## src/source/RetirePkg.sv

```systemverilog
`default_nettype none

package RetirePkg;

    // datapath widths
    localparam int XLEN = 32;           // integer regs, pc, CSRs
    localparam int FLEN = 64;           // double precision FP regs
    localparam int REG_ADDR_W = 5;
    localparam int REG_COUNT = 1 << REG_ADDR_W;  // 32 entries per file

    localparam int PRIV_W = 2;
    localparam int CAUSE_W = 4;         // exception codes only, no interrupts

    // privilege modes, RISC-V encoding (2 is reserved)
    typedef enum logic [PRIV_W-1:0] {
        PrivUser       = 2'd0,
        PrivSupervisor = 2'd1,
        PrivMachine    = 2'd3
    } PrivLevel;

    // destination register file of a slot
    typedef enum logic {
        RegTypeInt = 1'b0,
        RegTypeFp  = 1'b1
    } RegType;

    // synchronous exception codes as written to mcause
    localparam logic [CAUSE_W-1:0] CauseInsnMisaligned  = 4'd0;
    localparam logic [CAUSE_W-1:0] CauseInsnAccessFault = 4'd1;
    localparam logic [CAUSE_W-1:0] CauseIllegalInsn     = 4'd2;
    localparam logic [CAUSE_W-1:0] CauseBreakpoint      = 4'd3;
    localparam logic [CAUSE_W-1:0] CauseLoadMisaligned  = 4'd4;
    localparam logic [CAUSE_W-1:0] CauseLoadAccessFault = 4'd5;
    localparam logic [CAUSE_W-1:0] CauseStoreMisaligned = 4'd6;
    localparam logic [CAUSE_W-1:0] CauseStoreAccessFault = 4'd7;
    localparam logic [CAUSE_W-1:0] CauseEcallUser       = 4'd8;
    localparam logic [CAUSE_W-1:0] CauseEcallSupervisor = 4'd9;
    localparam logic [CAUSE_W-1:0] CauseEcallMachine    = 4'd11;

    // observation port select on the trap unit
    localparam int CSR_SEL_W = 2;
    localparam logic [CSR_SEL_W-1:0] CsrSelMepc   = 2'd0;
    localparam logic [CSR_SEL_W-1:0] CsrSelMcause = 2'd1;
    localparam logic [CSR_SEL_W-1:0] CsrSelMtval  = 2'd2;
    localparam logic [CSR_SEL_W-1:0] CsrSelStatus = 2'd3;  // priv and MPP

    // MPP sits where mstatus keeps it, current priv goes in bits 1:0
    localparam int STATUS_MPP_LSB = 11;

    localparam logic [XLEN-1:0] TRAP_VECTOR = 32'h0000_0100;  // fixed mtvec, direct mode
    localparam PrivLevel RESET_PRIV = PrivMachine;

endpackage

`default_nettype wire

```

## src/source/RegFile.sv

```systemverilog
`timescale 1ns/1ps
`default_nettype none

module RegFile import RetirePkg::*; #(
    parameter int DATA_W = XLEN,
    parameter bit ZERO_HARDWIRED = 1'b1  // x0 style entry zero
) (
    input wire logic clk,
    input wire logic rstN,

    // write port
    input wire logic writeEnable,
    input wire logic [REG_ADDR_W-1:0] writeAddr,
    input wire logic [DATA_W-1:0] writeValue,

    // read ports, combinational
    input wire logic [REG_ADDR_W-1:0] readAddrA,
    input wire logic [REG_ADDR_W-1:0] readAddrB,
    output logic [DATA_W-1:0] readDataA,
    output logic [DATA_W-1:0] readDataB
);

    logic [DATA_W-1:0] entries [REG_COUNT];
    logic writeAllowed;

    // true when the addressed entry is the constant zero register
    function automatic logic isZeroReg(input logic [REG_ADDR_W-1:0] addr);
        return ZERO_HARDWIRED && addr == '0;
    endfunction

    assign writeAllowed = writeEnable && !isZeroReg(writeAddr);  // x0 swallows writes

    always_ff @(posedge clk or negedge rstN) begin
        if (!rstN) begin
            for (int i = 0; i < REG_COUNT; i++) begin
                entries[i] <= '0;       // architectural state starts at zero
            end
        end else if (writeAllowed) begin
            entries[writeAddr] <= writeValue;
        end
    end

    // new value visible right after the write edge, no bypass needed
    always_comb begin
        if (isZeroReg(readAddrA)) begin
            readDataA = '0;
        end else begin
            readDataA = entries[readAddrA];
        end

        if (isZeroReg(readAddrB)) begin
            readDataB = '0;
        end else begin
            readDataB = entries[readAddrB];
        end
    end

endmodule

`default_nettype wire

```

## config.mk

```make
export PLATFORM = sky130hd
export DESIGN_NAME = RegFile
export DESIGN_NICKNAME = d
export VERILOG_FILES = /design/src/source/RetirePkg.sv /design/src/source/RegFile.sv
export SDC_FILE = /design/constraint.sdc
export NUM_CORES = 2
export LEC_CHECK = 0
export BUFFER_PORTS_ARGS = -buffer_cell sky130_fd_sc_hd__buf_2
export CAP_MARGIN = 20
export CORE_MARGIN = 2
export CORE_UTILIZATION = 46
export DETAILED_ROUTE_END_ITERATION = 7
export PLACE_DENSITY = 0.64
export SKIP_LAST_GASP = 1
export SYNTH_ARGS = -nofsm -noshare
export SYNTH_HDL_FRONTEND = slang
export SYNTH_SLANG_ARGS = --single-unit
```

## constraint.sdc

```tcl
create_clock -name clk -period 2.45 [get_ports clk]
set_input_delay 0.1225 -clock clk [delete_from_list [all_inputs] [get_ports clk]]
set_output_delay 0.1225 -clock clk [all_outputs]
set_load 0.05 [all_outputs]
```

[Word level (Yosys, flattened, before mapping)]
Index checks and enable logic that the tools add are counted.
Storage, ports and cells
  input bits: 50
  register bits: 1024
Cells by class
  multiplexer cells: 11
  order comparisons: 4
  bitwise logic cells: 3
  reductions and logical operators: 6
Operators with widths (count)
  $bwmux 1024: 1
  $bmux 32 s5: 2
  $mux 32: 7
  $demux 32 s5: 1
  $ge 6x6->1 const B: 3
  $not 5->6: 3
  $logic_not 5->1: 3
  $lt 6x1->1 const B: 1
  $logic_and 1x1->1: 2
  $logic_not 1->1: 1

[Depth between registers and ports, before layout]
  depth in word-level cells: 6
  depth in mapped cells: 7

[Worst setup path before layout]
No wires, ideal clock.
  kind: input to output
  start: input readAddrB[1]
  end: output readDataB[4]
  path buffers: 3
  cell stages on the path: 7
  path slack: -0.156 ns
  data required time: 2.328 ns
  arrival time: 2.484 ns
  cell sequence: buf_4 buf_6 nor2b_1 clkbuf_1 a221oi_1 o21ai_0 a311oi_1
Between the ends
  word-level cells in the longest chain between the ends: 5
  elaborated cells on any way between the ends: 6
  those cells by class: mux (4); bitwise (1); reduce/logical (1)
Ends and longest elaborated chain
  from (decl): line RegFile.sv:18  | input wire logic [REG_ADDR_W-1:0] readAddrB,
  $not 5->6 (not written as such): line RegFile.sv:54  | readDataB = entries[readAddrB];
  $bmux 32 s5: line RegFile.sv:54
  $mux 32 (not written as such) (2 in a row): line RegFile.sv:54
  $mux 32 (*): line RegFile.sv:51  | if (isZeroReg(readAddrB)) begin
  to (decl): line RegFile.sv:20  | output logic [DATA_W-1:0] readDataB
Mark *: on every way between the ends. The rest lies on a longest branch, timed or not. The select of a mux whose other input is x is not followed.

[Worst setup path after layout]
  start: register entries[296] (netlist bit)
  end: output readDataB[8]
Between the ends
  word-level cells in the longest chain between the ends: 4
Ends and longest elaborated chain
  from (decl): line RegFile.sv:23  | logic [DATA_W-1:0] entries [REG_COUNT];
  from (signal, indexed assignment): line RegFile.sv:39  | entries[writeAddr] <= writeValue;
  $bmux 32 s5: line RegFile.sv:54
  $mux 32 (not written as such) (2 in a row): line RegFile.sv:54
  $mux 32: line RegFile.sv:51
No other way between the ends. The select of a mux whose other input is x is not followed.

==> flow_summary.toml <==
[die]
ios = 114
die_w_microns = 348
coreArea_sq_mm = 0.118
dieArea_sq_mm = 0.121
start_util_pct = 46.2
rows = 126
die_h_microns = 348

[yosys]
synth.avg_cell_area_sq_um = 15.0
yosysMostFrequentCell = "mux2_2"
syn_nets = 3670
syn_inst = 3620
yosys.cell_types.count = 35
synth.largest_area_cell = "dfrtp_1"
ys_ff_latch = 1024
synth_area_sq_mm = 0.0544
ys.flop_type = "dfrtp_1"
yosys_warnings = 0
ys_top_cells_by_area = "dfrtp_1, mux2_2, mux4_2, mux2i_1, clkbuf_1"
async_flop_share_pct = 100
ys_seq_area_share_pct = 47.1
synth.top_cell.area_share_pct = 47.1
synth_edf_count = 0
synth_common_cells = "mux2_2, dfrtp_1, mux4_2"

[clock_network]
cts.sinks = 1024
cts_tree = "done"
cts.reportedPaths.clkPinSlew_ns = 0.06
clock_path_buffers = 3
numCtsBuffers = 112
htree_num_levels = 3
clock-root-buffer = "clkbuf_16"
clk_latency_ns = 0.71

[detailed_routing]
drt-total-wl_microns = 182000
drc = 0
first_iter_violations = 3203
dr.pass1.iters = 5
antenna_left = 0
viasPerCell = 6.68
via_count = 35914
wl_per_cell_microns = 33.9

[sta]
rsz0062_at_grt = "yes"
finalSetupViolations = 42
slew_viol_final = 0
fmax_mhz = 383
worst_slack_ns = -0.161
relSlewSlack_pct = 21.9
hold_violations = 0
skew_ns = 0
hold_slack_ns = 0.0482
timing.final.crit_share_pct = 107
min_period_ns = 2.61
worst_pin_slew_ns = 1.17

[pwr]
switching_share_pct = 28.2
switchingPower_w = 0.0146
seq_power_share_pct = 43.3
power.internal_w = 0.0373
clkPwrFrac_pct = 33.0
ir_drop_v = 0.000600
power_leakage_nw = 28.0
comb_power_share_pct = 23.7
power.density_mw_per_mm2 = 792
p_total_w = 0.0519

[grt]
grt_max_degree = 94
antenna_found_initial = 16
grt_pass1_vias = 36916
gr-total-overflow = 0
grt_pass1_wl_microns = 268000
track_usage_pct = 30.4

[layout]
final_nets = 3800
seqCellArea_sq_mm = 0.0256
drive_gt1_share_pct = 62.6
fillers = 9370
area_growth_pct = 20.5
regMostFlops = "entries"
largest_reg_flops = 1024
top_regs = "entries (1024)"
multi_input_area_sq_mm = 0.0287

[outcome]
outcome = "complete, but fails checks"
violations = "negative setup slack"

[worst_setup_path]
endpoint_kind = "primary output"
crit_chain = "mux4_2 > a22oi_1 > a311oi_2 > buf_12"
crit_buf_inv = 1
cpPeakStageDelay_ns = 0.47
cp.required_ns = 2.33
crit_fanout = 3
crit_slowest_cell = "mux4_2"
startpoint_type = "flop"
critical_path_arrival_ns = 2.49
critPathTopFamily = "compound AO/OA/AOI/OAI gates"
crit_type = "reg2out"

[worst_hold_path]
hp-class = "in2reg"

[job]
maxCapViolCount = 0

[placement]
io_buffers = 113
dp_hpwl_microns = 113000
place_ws_ns = -0.0716
place.gp.congestion = 0.843
==> what timing repair did <==
item                       in CTS  in global routing
setup endpoints to repair      64                 62
hold buffers                    2                  0
pin swaps                      50                 36
hold endpoints to repair      591                  0
setup buffers                  25                  9
gates resized for setup       303                 60
==> cell type report <==
class	instances	area share (%)
Clock buffer	179	5.34
Timing Repair Buffer	449	8.44
Multi-Input combinational cell	2161	43.8
Tap cell	1536	2.93
Antenna cell	5	0.0191
Inverter	2	0.0191
Sequential cell	1024	39.1
Clock inverter	23	0.325
==> placed cells by master, fill, tap and decap left out, drive strengths merged, types with 19 or more instances in the layout <==
cell and count:
mux2 1056, dfrtp 1024, mux4 448, buf 441, clkbuf 186, mux2i 128
o21ai 112, nor2b 71, a211oi 64, a311oi 64, a22oi 64, a221oi 48
nand2 45, nor2 19
==> path summary, 6_finish.rpt <==
check	from	to	slack (ns)	cells past startpoint
worst min-delay path	writeValue[28]	entries[508]$_DFFE_PN0P_	0.05	2
min in group asynchronous	rstN	entries[957]$_DFFE_PN0P_	0.16	3
worst max register to register	entries[820]$_DFFE_PN0P_	entries[820]$_DFFE_PN0P_	1.42	3
worst min register to register	entries[995]$_DFFE_PN0P_	entries[995]$_DFFE_PN0P_	0.39	0
max in group asynchronous	rstN	entries[739]$_DFFE_PN0P_	1.71	4
worst max-delay path	entries[296]$_DFFE_PN0P_	readDataB[8]	-0.16	4
==> routing by layer <==
| layer | up-vias | GRT usage [%] | part of all wire (%) |
|---|---|---|---|
| met5 | - | 0 | 0.033 |
| met4 | 10 | 12.2 | 4.3 |
| met3 | 415 | 5.86 | 7.6 |
| met2 | 1483 | 46.7 | 46 |
| met1 | 19678 | 42.8 | 42 |
| li1 | 14328 | - | - |
==> cells by family (layout without fill, tap and decap cells) <==
group                  after synthesis  count (layout)  share of synthesized area, %
AND/OR/NAND/NOR                    161             161                          1.58
multiplexers                      1632            1632                          42.8
flip-flops                        1024            1024                          47.1
buffers and inverters              435             653                          3.63
AO/OA/AOI/OAI                      368             368                          4.86
other                                0               5                             0
==> power by group through the flow <==
stage | clock network, W | registers, W | logic (W)
floorplan | 0 | 0.0219 | 0.00820
global placement | 0 | 0.0225 | 0.0112
detailed placement | 0 | 0.0227 | 0.0114
CTS | 0.0173 | 0.0224 | 0.0121
global route | 0.0181 | 0.0229 | 0.0130
finish | 0.0171 | 0.0225 | 0.0123
==> per-stage QoR <==
step,instance area [sq um],instances,setup TNS (ns),utilization [%]
6_report,65500,5379,-2.82,55.7
5_1_grt,65500,5375,-5.50,55.7
3_5_place_dp,60200,5138,-0.100,51.2
4_1_cts,65100,5365,-4.21,55.4
2_1_floorplan,54800,3620,0,-
3_3_place_gp,60100,5137,-0.541,51.1
No activity file was read; power rests on OpenSTA's default activity.
