**src/source/RetirePkg.sv**
```systemverilog
`default_nettype none

package RetirePkg;

    // datapath widths
    localparam int XLEN = 32;           // integer regs, pc, CSRs
    localparam int FLEN = 64;           // double precision FP regs
    localparam int REG_ADDR_W = 5;
    localparam int REG_COUNT = 1 << REG_ADDR_W;  // 32 entries per file

    localparam int PRIV_W = 2;
    localparam int CAUSE_W = 4;         // exception codes only, no interrupts

    // privilege modes, RISC-V encoding (2 is reserved)
    typedef enum logic [PRIV_W-1:0] {
        PrivUser       = 2'd0,
        PrivSupervisor = 2'd1,
        PrivMachine    = 2'd3
    } PrivLevel;

    // destination register file of a slot
    typedef enum logic {
        RegTypeInt = 1'b0,
        RegTypeFp  = 1'b1
    } RegType;

    // synchronous exception codes as written to mcause
    localparam logic [CAUSE_W-1:0] CauseInsnMisaligned  = 4'd0;
    localparam logic [CAUSE_W-1:0] CauseInsnAccessFault = 4'd1;
    localparam logic [CAUSE_W-1:0] CauseIllegalInsn     = 4'd2;
    localparam logic [CAUSE_W-1:0] CauseBreakpoint      = 4'd3;
    localparam logic [CAUSE_W-1:0] CauseLoadMisaligned  = 4'd4;
    localparam logic [CAUSE_W-1:0] CauseLoadAccessFault = 4'd5;
    localparam logic [CAUSE_W-1:0] CauseStoreMisaligned = 4'd6;
    localparam logic [CAUSE_W-1:0] CauseStoreAccessFault = 4'd7;
    localparam logic [CAUSE_W-1:0] CauseEcallUser       = 4'd8;
    localparam logic [CAUSE_W-1:0] CauseEcallSupervisor = 4'd9;
    localparam logic [CAUSE_W-1:0] CauseEcallMachine    = 4'd11;

    // observation port select on the trap unit
    localparam int CSR_SEL_W = 2;
    localparam logic [CSR_SEL_W-1:0] CsrSelMepc   = 2'd0;
    localparam logic [CSR_SEL_W-1:0] CsrSelMcause = 2'd1;
    localparam logic [CSR_SEL_W-1:0] CsrSelMtval  = 2'd2;
    localparam logic [CSR_SEL_W-1:0] CsrSelStatus = 2'd3;  // priv and MPP

    // MPP sits where mstatus keeps it, current priv goes in bits 1:0
    localparam int STATUS_MPP_LSB = 11;

    localparam logic [XLEN-1:0] TRAP_VECTOR = 32'h0000_0100;  // fixed mtvec, direct mode
    localparam PrivLevel RESET_PRIV = PrivMachine;

endpackage

`default_nettype wire

```
**src/source/CsrIf.sv**
```systemverilog
`timescale 1ns/1ps
`default_nettype none

interface CsrIf import RetirePkg::*; ();

    // trap entry request
    logic trapValid;
    logic [CAUSE_W-1:0] trapCause;
    logic [XLEN-1:0] trapValue;         // goes to mtval
    logic [XLEN-1:0] trapPc;            // goes to mepc

    logic trapReturn;                   // committed mret

    modport RegWriteStage (
        output trapValid, trapCause, trapValue, trapPc, trapReturn
    );

    modport TrapUnit (
        input trapValid, trapCause, trapValue, trapPc, trapReturn
    );

endinterface

`default_nettype wire

```
**src/source/CsrTrapUnit.sv**
```systemverilog
`timescale 1ns/1ps
`default_nettype none

module CsrTrapUnit import RetirePkg::*; (
    input wire logic clk,
    input wire logic rstN,

    CsrIf.TrapUnit csr,

    // observation port
    input wire logic [CSR_SEL_W-1:0] csrReadAddr,
    output logic [XLEN-1:0] csrReadData,

    // fetch redirect, one cycle after the trap or mret retires
    output logic redirectValid,
    output logic [XLEN-1:0] redirectPc
);

    // machine mode trap state
    PrivLevel priv;                     // current privilege
    PrivLevel mpp;                      // mstatus.MPP
    logic [XLEN-1:0] mepc;
    logic [CAUSE_W-1:0] mcause;
    logic [XLEN-1:0] mtval;

    logic takeTrap;
    logic takeReturn;
    logic [XLEN-1:0] statusWord;

    // trap entry has priority wherever both are looked at
    assign takeTrap = csr.trapValid;
    assign takeReturn = csr.trapReturn;

    // trap entry saves the context
    always_ff @(posedge clk or negedge rstN) begin
        if (!rstN) begin
            mepc <= '0;
            mcause <= '0;
            mtval <= '0;
        end else if (takeTrap) begin
            mepc <= csr.trapPc;
            mcause <= csr.trapCause;
            mtval <= csr.trapValue;
        end
    end

    // privilege stack of depth one
    always_ff @(posedge clk or negedge rstN) begin
        if (!rstN) begin
            priv <= RESET_PRIV;
            mpp <= PrivUser;
        end else if (takeTrap) begin
            mpp <= priv;                // remember where we came from
            priv <= PrivMachine;        // all traps handled in M mode
        end else if (takeReturn) begin
            priv <= mpp;
            mpp <= PrivUser;            // MPP drops to the least privileged mode
        end
    end

    // redirect register
    always_ff @(posedge clk or negedge rstN) begin
        if (!rstN) begin
            redirectValid <= 1'b0;
        end else begin
            redirectValid <= takeTrap || takeReturn;  // pulse, never held
        end
    end

    // target register, meaningful only while redirectValid is high
    always_ff @(posedge clk) begin
        if (takeTrap) begin
            redirectPc <= TRAP_VECTOR;
        end else if (takeReturn) begin
            redirectPc <= mepc;         // value before this edge
        end
    end

    // mstatus like view of priv and MPP
    always_comb begin
        statusWord = '0;
        statusWord[STATUS_MPP_LSB +: PRIV_W] = mpp;
        statusWord[PRIV_W-1:0] = priv;
    end

    always_comb begin
        case (csrReadAddr)
            CsrSelMepc:   csrReadData = mepc;
            CsrSelMcause: csrReadData = {{(XLEN - CAUSE_W){1'b0}}, mcause};  // interrupt bit stays 0
            CsrSelMtval:  csrReadData = mtval;
            CsrSelStatus: csrReadData = statusWord;
            default:      csrReadData = '0;
        endcase
    end

endmodule

`default_nettype wire

```
**src/flat_wrapper.sv**
```systemverilog
// flat-port wrapper written by rule: the top's interface ports become plain ports
module CsrTrapUnit_flat import RetirePkg::*;
  (clk, rstN, csrReadAddr, csrReadData, redirectValid, redirectPc, csr_trapValid, csr_trapCause, csr_trapValue, csr_trapPc, csr_trapReturn);
  CsrIf csr_i ();
  input wire logic clk;
  input wire logic rstN;
  input wire logic [CSR_SEL_W-1:0] csrReadAddr;
  output logic [XLEN-1:0] csrReadData;
  output logic redirectValid;
  output logic [XLEN-1:0] redirectPc;
  input wire logic [$bits(csr_i.trapValid)-1:0] csr_trapValid;
  input wire logic [$bits(csr_i.trapCause)-1:0] csr_trapCause;
  input wire logic [$bits(csr_i.trapValue)-1:0] csr_trapValue;
  input wire logic [$bits(csr_i.trapPc)-1:0] csr_trapPc;
  input wire logic [$bits(csr_i.trapReturn)-1:0] csr_trapReturn;
  assign csr_i.trapValid = csr_trapValid;
  assign csr_i.trapCause = csr_trapCause;
  assign csr_i.trapValue = csr_trapValue;
  assign csr_i.trapPc = csr_trapPc;
  assign csr_i.trapReturn = csr_trapReturn;
  CsrTrapUnit u_core (.clk(clk), .rstN(rstN), .csr(csr_i), .csrReadAddr(csrReadAddr), .csrReadData(csrReadData), .redirectValid(redirectValid), .redirectPc(redirectPc));
endmodule
```
**config.mk**
```make
export PLATFORM = sky130hd
export DESIGN_NAME = CsrTrapUnit_flat
export DESIGN_NICKNAME = d
export VERILOG_FILES = /design/src/source/RetirePkg.sv /design/src/source/CsrIf.sv /design/src/source/CsrTrapUnit.sv /design/src/flat_wrapper.sv
export SDC_FILE = /design/constraint.sdc
export NUM_CORES = 1
export LEC_CHECK = 0
export BUFFER_PORTS_ARGS = -buffer_cell sky130_fd_sc_hd__clkbuf_2
export CAP_MARGIN = 20
export CORE_UTILIZATION = 48
export DETAILED_ROUTE_END_ITERATION = 12
export PLACE_DENSITY = 0.86
export SETUP_SLACK_MARGIN = 0.05
export SYNTH_ARGS = -nofsm -noshare
export SYNTH_HDL_FRONTEND = slang
export SYNTH_SLANG_ARGS = --single-unit
```
**constraint.sdc**
```tcl
create_clock -name clk -period 1.5 [get_ports clk]
set_clock_uncertainty 0.1 [all_clocks]
set_input_delay 0.3 -clock clk [delete_from_list [all_inputs] [get_ports clk]]
set_output_delay 0.3 -clock clk [all_outputs]
set_load 0.05 [all_outputs]
```
* Word-level counts from Yosys, hierarchy flattened
Cells that the tools add are included.
** Word-level totals
- Flip-flop bits (word level) :: 105
- Bits of input ports :: 74
- Output and inout bits :: 65
- Word-level logic and storage cells :: 18
** Cells by class
- Equal/unequal tests :: 3
- Multiplexer cells :: 5
- Reduce and logical (&&, ||, !) cells :: 3
** Operators with widths (count)
- 32-bit case mux with 4 select lines :: 1
- 2-bit two-way mux :: 4
- 2-bit equality test, second input constant :: 2
- 2-bit by 1-bit equality test with 1-bit output, second input constant :: 1
- 2-bit zero test :: 1
- 2-bit nonzero test :: 1
- 1-bit logical OR :: 1

* Logic depth before layout (Yosys ltp)
Gate-level depths: netlist of run 1.
- Depth after elaboration :: 2
- Mapped depth :: 4
- Depth with buffers taken out :: 2

* Worst setup path before layout of run 1
OpenSTA, ideal clock, no wires.
- Kind :: input-to-output
- Start :: in csrReadAddr[0]
- End :: out csrReadData[13]
- Data arrival time :: 1404 ps
- Data required time :: 1100 ps
- Setup slack :: -304 ps
- Stages on the path :: 4
- Buffers on the path :: 3
- Cell sequence :: buf_6 -> buf_4 -> buf_2 -> nor2_1
** On the way
- Cells in the longest elaborated chain, start to end :: 2
- Elaborated cells between the ends (all ways) :: 5
- Classes of those cells :: eq/ne: 3; mux: 1; reduce/logical: 1
** RTL lines
- start: declaration :: RTL line flat_wrapper.sv:7 : input wire logic [CSR_SEL_W-1:0] csrReadAddr;
- 2-bit equality test (tied with other cells) :: RTL line CsrTrapUnit.sv:87 : case (csrReadAddr)
- 32-bit case mux with 4 select lines (*) :: RTL line CsrTrapUnit.sv:87
- end: declaration :: RTL line flat_wrapper.sv:8 : output logic [XLEN-1:0] csrReadData;
Mark *: on every way between the ends. The rest lies on a longest branch, timed or not.

* Final worst setup path of run 1
- Start :: reg u_core.mepc[1]
- End :: out csrReadData[1]
** On the way
- Cells in the longest elaborated chain, start to end :: 1
** RTL lines
- start: declaration :: RTL line CsrTrapUnit.sv:22 : logic [XLEN-1:0] mepc;
- start signal: assignment :: RTL line CsrTrapUnit.sv:41 : mepc <= csr.trapPc;
- 32-bit case mux with 4 select lines :: RTL line CsrTrapUnit.sv:87
No other way between the ends.

==> flow_metrics.py, run 1 <==
metrics = {
    "grt": {
        "gr-total-overflow": 0,
        "grt_pass1_vias": 3561,
        "grt_max_degree": 56,
        "grt_first_pass_wirelength_mm": 17.7,
        "grt_antenna_before_repair": 0,
        "track_usage_pct": 22.5,
    },
    "final_layout": {
        "utilization_pct": 72.6,
        "nNetsFinal": 623,
        "seq_area_um2": 2470,
        "multi_input_area_um2": 2360,
        "num_antenna_cells": 0,
        "final_cell_area_um2": 7030,
        "area_delta_synth_final_pct": 47.4,
        "fillers": 606,
        "drive_above_1_share_pct": 68.2,
    },
    "worst_setup_path": {
        "cp_data_arrival_time_ns": 1.42,
        "cp-end-kind": "primary output",
        "crit_type": "reg2out",
        "cp_cell_sequence": "mux4_2 > buf_8",
        "required_ns": 1.10,
        "cp-start-kind": "register",
        "r2r-start": "u_core.mpp[0]$_DFFE_PN0P_",
        "max_stage_delay_ns": 0.48,
        "worstSetupStartpoint": "u_core.mepc[1]$_DFFE_PN0P_",
        "rr_worst_depth": 4,
        "critPathMaxFanout": 2,
        "cp_slowest_cell": "mux4_2",
    },
    "synth": {
        "ys_seq_elements": 105,
        "seq_area_frac_synth_pct": 51.8,
        "ys_warn_count": 0,
        "synth_top_cells_by_area": "dfrtp_1 37%, mux2_4 22%, dfxtp_1 13%, mux2i_1 12%, nor2_1 4.2%",
        "ys_types": 22,
        "synth.area.mux_share_pct": 35.4,
        "synth_fa_ha_area_share_pct": 0,
        "synth_top_family_by_area": "multiplexers",
        "synth_top_area_share_pct": 37.3,
        "synth.avg_cell_area_um2": 14.2,
        "synth_edf_count": 0,
        "yosys.area_share.simple_pct": 6.01,
        "synth_compound_gate_area_share_pct": 1.50,
        "synth_area_um2": 4770,
        "syn_nets": 410,
        "yosysTopAreaCell": "dfrtp_1",
        "synth_xor_area_share_pct": 0,
        "ys.flop_type": "dfrtp_1",
        "postSynthCellCount": 336,
        "synthArstFlopShare_pct": 69.5,
    },
    "power_and_ir_drop": {
        "swShare_pct": 32.1,
        "powerDensity_nw_per_um2": 1050,
        "combPwrFrac_pct": 31.3,
        "pwr-share-clk_pct": 24.5,
        "ir_drop_uv": 595,
        "power_switching_mw": 2.38,
        "p_int_mw": 5.01,
        "leakage_nw": 3.46,
        "seqPwrFrac_pct": 44.1,
    },
    "clocking": {
        "cts_buffer_depth": 2,
        "cts_max_level": 3,
        "clk_latency_ns": 0.36,
        "root_buffer": "clkbuf_8",
        "path_clk_slew_ns": 0.11,
        "cts_tree": "done",
        "cts_sinks": 105,
        "numCtsBuffers": 9,
    },
    "run": {
        "cap_violations": 0,
    },
    "placement": {
        "dpl_cell_area_um2": 5830,
        "hpwl_mm": 6.99,
        "gp_congestion": 0.686,
        "dp_slack_ns": -0.251,
        "port_buffers": 138,
    },
    "detailed_routing": {
        "drt_iter0_markers": 55,
        "wl_per_cell_um": 16.9,
        "post_drt_via_cell_ratio": 4.92,
        "drc": 0,
        "vias": 3380,
        "drt_wl_total_mm": 11.6,
        "antenna_left": 0,
        "dr.pass1.iters": 6,
    },
    "floorplan": {
        "die_w_um": 102,
        "dieHeight_um": 102,
        "die_area_um2": 10300,
        "coreArea_um2": 9680,
        "ios": 139,
        "rows": 36,
        "initial_core_util_pct": 49.3,
    },
    "min_path": {
        "hold_start": "csr_trapPc[18]",
        "holdPathStages": 2,
        "hold_class": "in2reg",
    },
    "run_status": {
        "status": "finished, violations left",
        "violations": "setup timing",
    },
    "timing": {
        "worst_slack_ns": -0.316,
        "finalSetupViolCount": 32,
        "timing.fmax_ghz": 0.551,
        "tightest_slew_ns": 0.429,
        "relSlewSlack_pct": 71.4,
        "finalMaxSlewViolations": 0,
        "final_hold_viol_count": 0,
        "fin_crit_ns": 1.82,
        "rsz0062_at_grt": "yes",
        "finalCritPeriodShare_pct": 121,
        "tns_ns": -3.80,
    },
}
==> final timing paths <==
path                                                 endpoint  slack, ns
max                                            csrReadData[1]      -0.32
min                               u_core.mepc[18]$_DFFE_PN0P_       0.06
max reg2reg                        u_core.priv[0]$_DFFE_PN1P_       0.28
min reg2reg                u_core.redirectPc[28]$_SDFFE_PP0P_       0.40
max in group asynchronous          u_core.priv[1]$_DFFE_PN1P_       0.65
min in group asynchronous         u_core.mtval[1]$_DFFE_PN0P_       0.37
==> cells in the mapped netlist (all sizes together), types with 3 or more instances <==
library cell and n:
a211o 3, and2b 3, buf 24, dfrtp 71, dfxtp 32, mux2 70, mux2i 59, nor2 58
==> per-layer routing <==
| metal | vias up | wire (um) | track usage, % |
|---|---|---|---|
| met1 | 1696 | 4820 | 27.2 |
| met2 | 99 | 6170 | 39.9 |
| li1 | 1573 | - | - |
| met3 | 12 | 525 | 4.35 |
| met5 | - | 0 | 0 |
| met4 | 0 | 118 | 7.69 |
==> area by class of cell <==
cell class | instances | area share [%]
tap | 133 | 2.37
timing repair buffer | 226 | 26.0
multi-input combinational | 207 | 33.6
clock buffer | 9 | 1.76
sequential | 105 | 35.1
clock inverter | 7 | 1.10
==> placed cells by master (no fill, tap or decap), types with 2 or more instances in the layout <==
master / instances
clkbuf_2: 96
buf_4: 80
dfrtp_1: 71
mux2_4: 70
mux2i_1: 34
dfxtp_1: 32
buf_8: 31
nor2_1: 28
nor2_4: 25
mux2i_2: 24
clkbuf_8: 10
buf_12: 10
nor2_2: 5
buf_2: 5
and2b_2: 3
a211o_1: 3
inv_6: 3
mux4_2: 2
o2bb2ai_2: 2
nand2b_1: 2
nand2_1: 2
dfstp_2: 2
==> kinds of logic after synthesis <==
kind of cell / count (synthesis)
DFF: 105
and+or+nand+nor: 67
muxes: 131
buffers and inverters: 24
AOI/OAI and AO/OA: 9
==> repair_timing <==
action,CTS,global route
hold buffers,1,0
pin swaps,16,1
setup endpoints to repair,32,38
setup buffers,46,22
gates resized for setup,93,40
cloned,1,0
endpoints found under the hold margin,71,0
==> state kept, by name, summed over array words and instances, names as in the netlist <==
register / flops
u_core.mepc: 32
u_core.mtval: 32
u_core.redirectPc: 32
u_core.mcause: 4
u_core.mpp: 2
u_core.priv: 2
u_core.redirectValid: 1
==> power by group through the flow <==
stage	clock, mW	combinational (mW)	sequential (mW)
after global placement	0	1.71	3.29
final	1.81	2.32	3.26
after global routing	1.97	2.43	3.28
after CTS	1.85	2.15	3.25
after detailed placement	0	1.74	3.31
after floorplan	0	1.12	3.49
==> metrics by stage <==
step / total power, mW / instances / hold slack (ns)
finish: 7.39 / 687 / 0.0589
global route: 7.68 / 687 / 0.0434
CTS: 7.25 / 665 / 0.0407
detailed placement: 5.05 / 601 / 0.182
global placement: 4.99 / 601 / 0.181
floorplan: 4.61 / 336 / -0.0956
==> worst max-delay path: cells and delay by family, from the launching register on <==
family | cells | cell delay [ns]
flops | 1 | 0.40
mux | 1 | 0.48
buf+inv | 1 | 0.17
Note: power is estimated with default switching activity, not from simulation.
==> run 2, diff against run 1 <==
--- a/config.mk
+++ b/config.mk
@@ -7,9 +7,10 @@
 export LEC_CHECK = 0
 export BUFFER_PORTS_ARGS = -buffer_cell sky130_fd_sc_hd__clkbuf_2
 export CAP_MARGIN = 20
-export CORE_UTILIZATION = 48
+export CORE_UTILIZATION = 35
 export DETAILED_ROUTE_END_ITERATION = 12
-export PLACE_DENSITY = 0.86
+export HOLD_SLACK_MARGIN = 0.15
+export PLACE_DENSITY = 0.69
 export SETUP_SLACK_MARGIN = 0.05
 export SYNTH_ARGS = -nofsm -noshare
 export SYNTH_HDL_FRONTEND = slang
==> run 2 against run 1 <==
The flow still finishes with violations (setup timing). Total power grew 7.8%. Fmax grew 1.8%. Die area grew 36%. Count of clock-buffer cells in the layout grew 5. Routed wire length grew 16%. Sequential share of layout area shrank 3.8 points. Combinational power grew 6%. Design area grew 12%. Final cell count grew 16%. Setup slack gained 0.032 ns. Critical endpoint unchanged.
==> flow_metrics.py, run 2 (synthesized netlist as in run 1, its figures left out) <==
metrics = {
    "run_status": {
        "status": "finished, violations left",
        "violations": "setup timing",
    },
    "timing": {
        "fin_crit_ns": 1.78,
        "timing.fmax_ghz": 0.561,
        "tightest_slew_ns": 0.436,
        "final_hold_viol_count": 0,
        "whs_ns": 0.256,
        "finalCritPeriodShare_pct": 119,
        "worst_slack_ns": -0.283,
        "finalSetupViolCount": 32,
        "rsz0062_at_grt": "yes",
        "relSlewSlack_pct": 71.0,
        "finalMaxSlewViolations": 0,
    },
    "detailed_routing": {
        "wl_per_cell_um": 17.0,
        "dr.pass1.iters": 4,
        "post_drt_via_cell_ratio": 4.54,
        "drc": 0,
        "antenna_left": 0,
        "vias": 3613,
        "drt_iter0_markers": 109,
        "drt_wl_total_mm": 13.5,
    },
    "final_layout": {
        "biggestRegsByFlops": "u_core.mepc (32), u_core.mtval (32), u_core.redirectPc (32)",
        "layout_commonest_cell": "clkbuf_2",
        "area_delta_synth_final_pct": 65.2,
        "fillers": 1028,
        "final_cell_mix": "102 x clkbuf_2, 73 x buf_4, 71 x dfrtp_1",
        "nNetsFinal": 687,
        "final_cell_area_um2": 7880,
        "drive_above_1_share_pct": 59.9,
    },
    "power_and_ir_drop": {
        "leakage_nw": 3.78,
        "power_switching_mw": 2.41,
        "combPwrFrac_pct": 31.0,
        "finalPower_mw": 7.97,
        "p_int_mw": 5.56,
        "pwr-share-clk_pct": 28.0,
        "seqPwrFrac_pct": 41.0,
        "swShare_pct": 30.2,
        "ir_drop_uv": 493,
        "powerDensity_nw_per_um2": 1010,
    },
    "clocking": {
        "cts_max_level": 3,
        "cts_buffer_depth": 2,
        "cts_tree": "done",
        "numCtsBuffers": 9,
        "cts_sinks": 105,
        "clk_latency_ns": 0.34,
        "root_buffer": "clkbuf_16",
        "path_clk_slew_ns": 0.07,
    },
    "grt": {
        "track_usage_pct": 19.0,
        "use_met2_pct": 34.0,
        "grt_max_degree": 36,
        "grt_pass1_vias": 3990,
        "gr-total-overflow": 0,
        "grt_first_pass_wirelength_mm": 20.7,
        "busiest_layer": "met2",
        "grt_antenna_before_repair": 1,
        "met1_usage_pct": 22.4,
        "use_met3_pct": 4.83,
    },
    "worst_setup_path": {
        "critPathMaxFanout": 2,
        "cp-start-kind": "register",
        "cp_cell_sequence": "mux4_2 > buf_8",
        "crit_type": "reg2out",
        "crit_buf_inv": 1,
        "crit_family": "multiplexers",
        "cp-end-kind": "primary output",
        "required_ns": 1.10,
        "max_stage_delay_ns": 0.49,
        "cp_slowest_cell": "mux4_2",
        "cp_data_arrival_time_ns": 1.38,
    },
    "min_path": {
        "hold_class": "in2reg",
    },
    "floorplan": {
        "rows": 42,
        "ios": 139,
        "die_area_um2": 14100,
        "dieHeight_um": 119,
        "initial_core_util_pct": 36.0,
        "coreArea_um2": 13200,
        "die_w_um": 119,
    },
    "run": {
        "cap_violations": 0,
    },
    "placement": {
        "port_buffers": 138,
        "dpl_cell_area_um2": 5940,
        "dp_slack_ns": -0.248,
        "hpwl_mm": 7.35,
        "gp_congestion": 0.774,
    },
}
==> run 2: cell types whose count changed in the layout (fill, tap and decap cells not counted), sizes merged, moves of 2 or more <==
cell / change
buf: -10
clkbuf: +10
clkinv: -2
dlygate4sd3: +69
inv: -3
==> run 2: worst paths after layout <==
kind / slack (ns) / start / depth (start not counted) / to
max: -0.28 / u_core.mepc[1]$_DFFE_PN0P_ / 2 / csrReadData[1]
min: 0.26 / csr_trapValid / 2 / u_core.mepc[23]$_DFFE_PN0P_
max reg2reg: 0.22 / u_core.mtval[4]$_DFFE_PN0P_ / 4 / u_core.mtval[4]$_DFFE_PN0P_
min reg2reg: 0.40 / u_core.redirectPc[0]$_SDFFE_PP0P_ / 2 / u_core.redirectPc[0]$_SDFFE_PP0P_
max in group asynchronous: 0.52 / rstN / 3 / u_core.mepc[16]$_DFFE_PN0P_
min in group asynchronous: 0.32 / rstN / 2 / u_core.mpp[1]$_DFFE_PN0P_
==> run 2: per-stage QoR <==
step | TNS, ns | std cells | util [%]
6_report | -2.74 | 795 | 59.5
4_1_cts | -3.52 | 773 | 57.8
2_1_floorplan | -0.596 | 336 | -
3_5_place_dp | -6.18 | 645 | 44.8
5_1_grt | -4.47 | 795 | 59.5
3_3_place_gp | -5.92 | 645 | 44.8
==> run 2: final cells by class <==
cell class | instances | area [um^2] | share of cell area [%]
Clock inverter | 2 | 15.0 | 0.191
Sequential cell | 105 | 2470 | 31.4
Clock buffer | 14 | 264 | 3.35
Multi-Input combinational cell | 207 | 2370 | 30.1
Antenna cell | 1 | 2.50 | 0.0318
Tap cell | 176 | 220 | 2.80
Timing Repair Buffer | 290 | 2530 | 32.2
==> run 2: per-layer routing <==
layer | routed length (um) | up-vias
li1 | - | 1716
met1 | 5580 | 1776
met2 | 7080 | 105
met3 | 598 | 16
met4 | 227 | 0
met5 | 0 | -
==> run 2: power by group through the flow <==
stage	logic, mW	clock network [mW]	registers (mW)
finish	2.47	2.23	3.27
floorplan	1.12	0	3.49
CTS	2.30	2.30	3.25
global route	2.59	2.43	3.29
detailed placement	1.77	0	3.31
global placement	1.74	0	3.30
==> run 2: what timing repair did <==
| item | CTS | global route |
|---|---|---|
| setup endpoints to repair | 32 | 32 |
| gates resized for setup | 90 | 33 |
| pin swaps | 16 | 0 |
| endpoints found under the hold margin | 141 | 1 |
| hold buffers | 69 | 1 |
| buffers inserted | 41 | 20 |
| gates cloned | 2 | 0 |
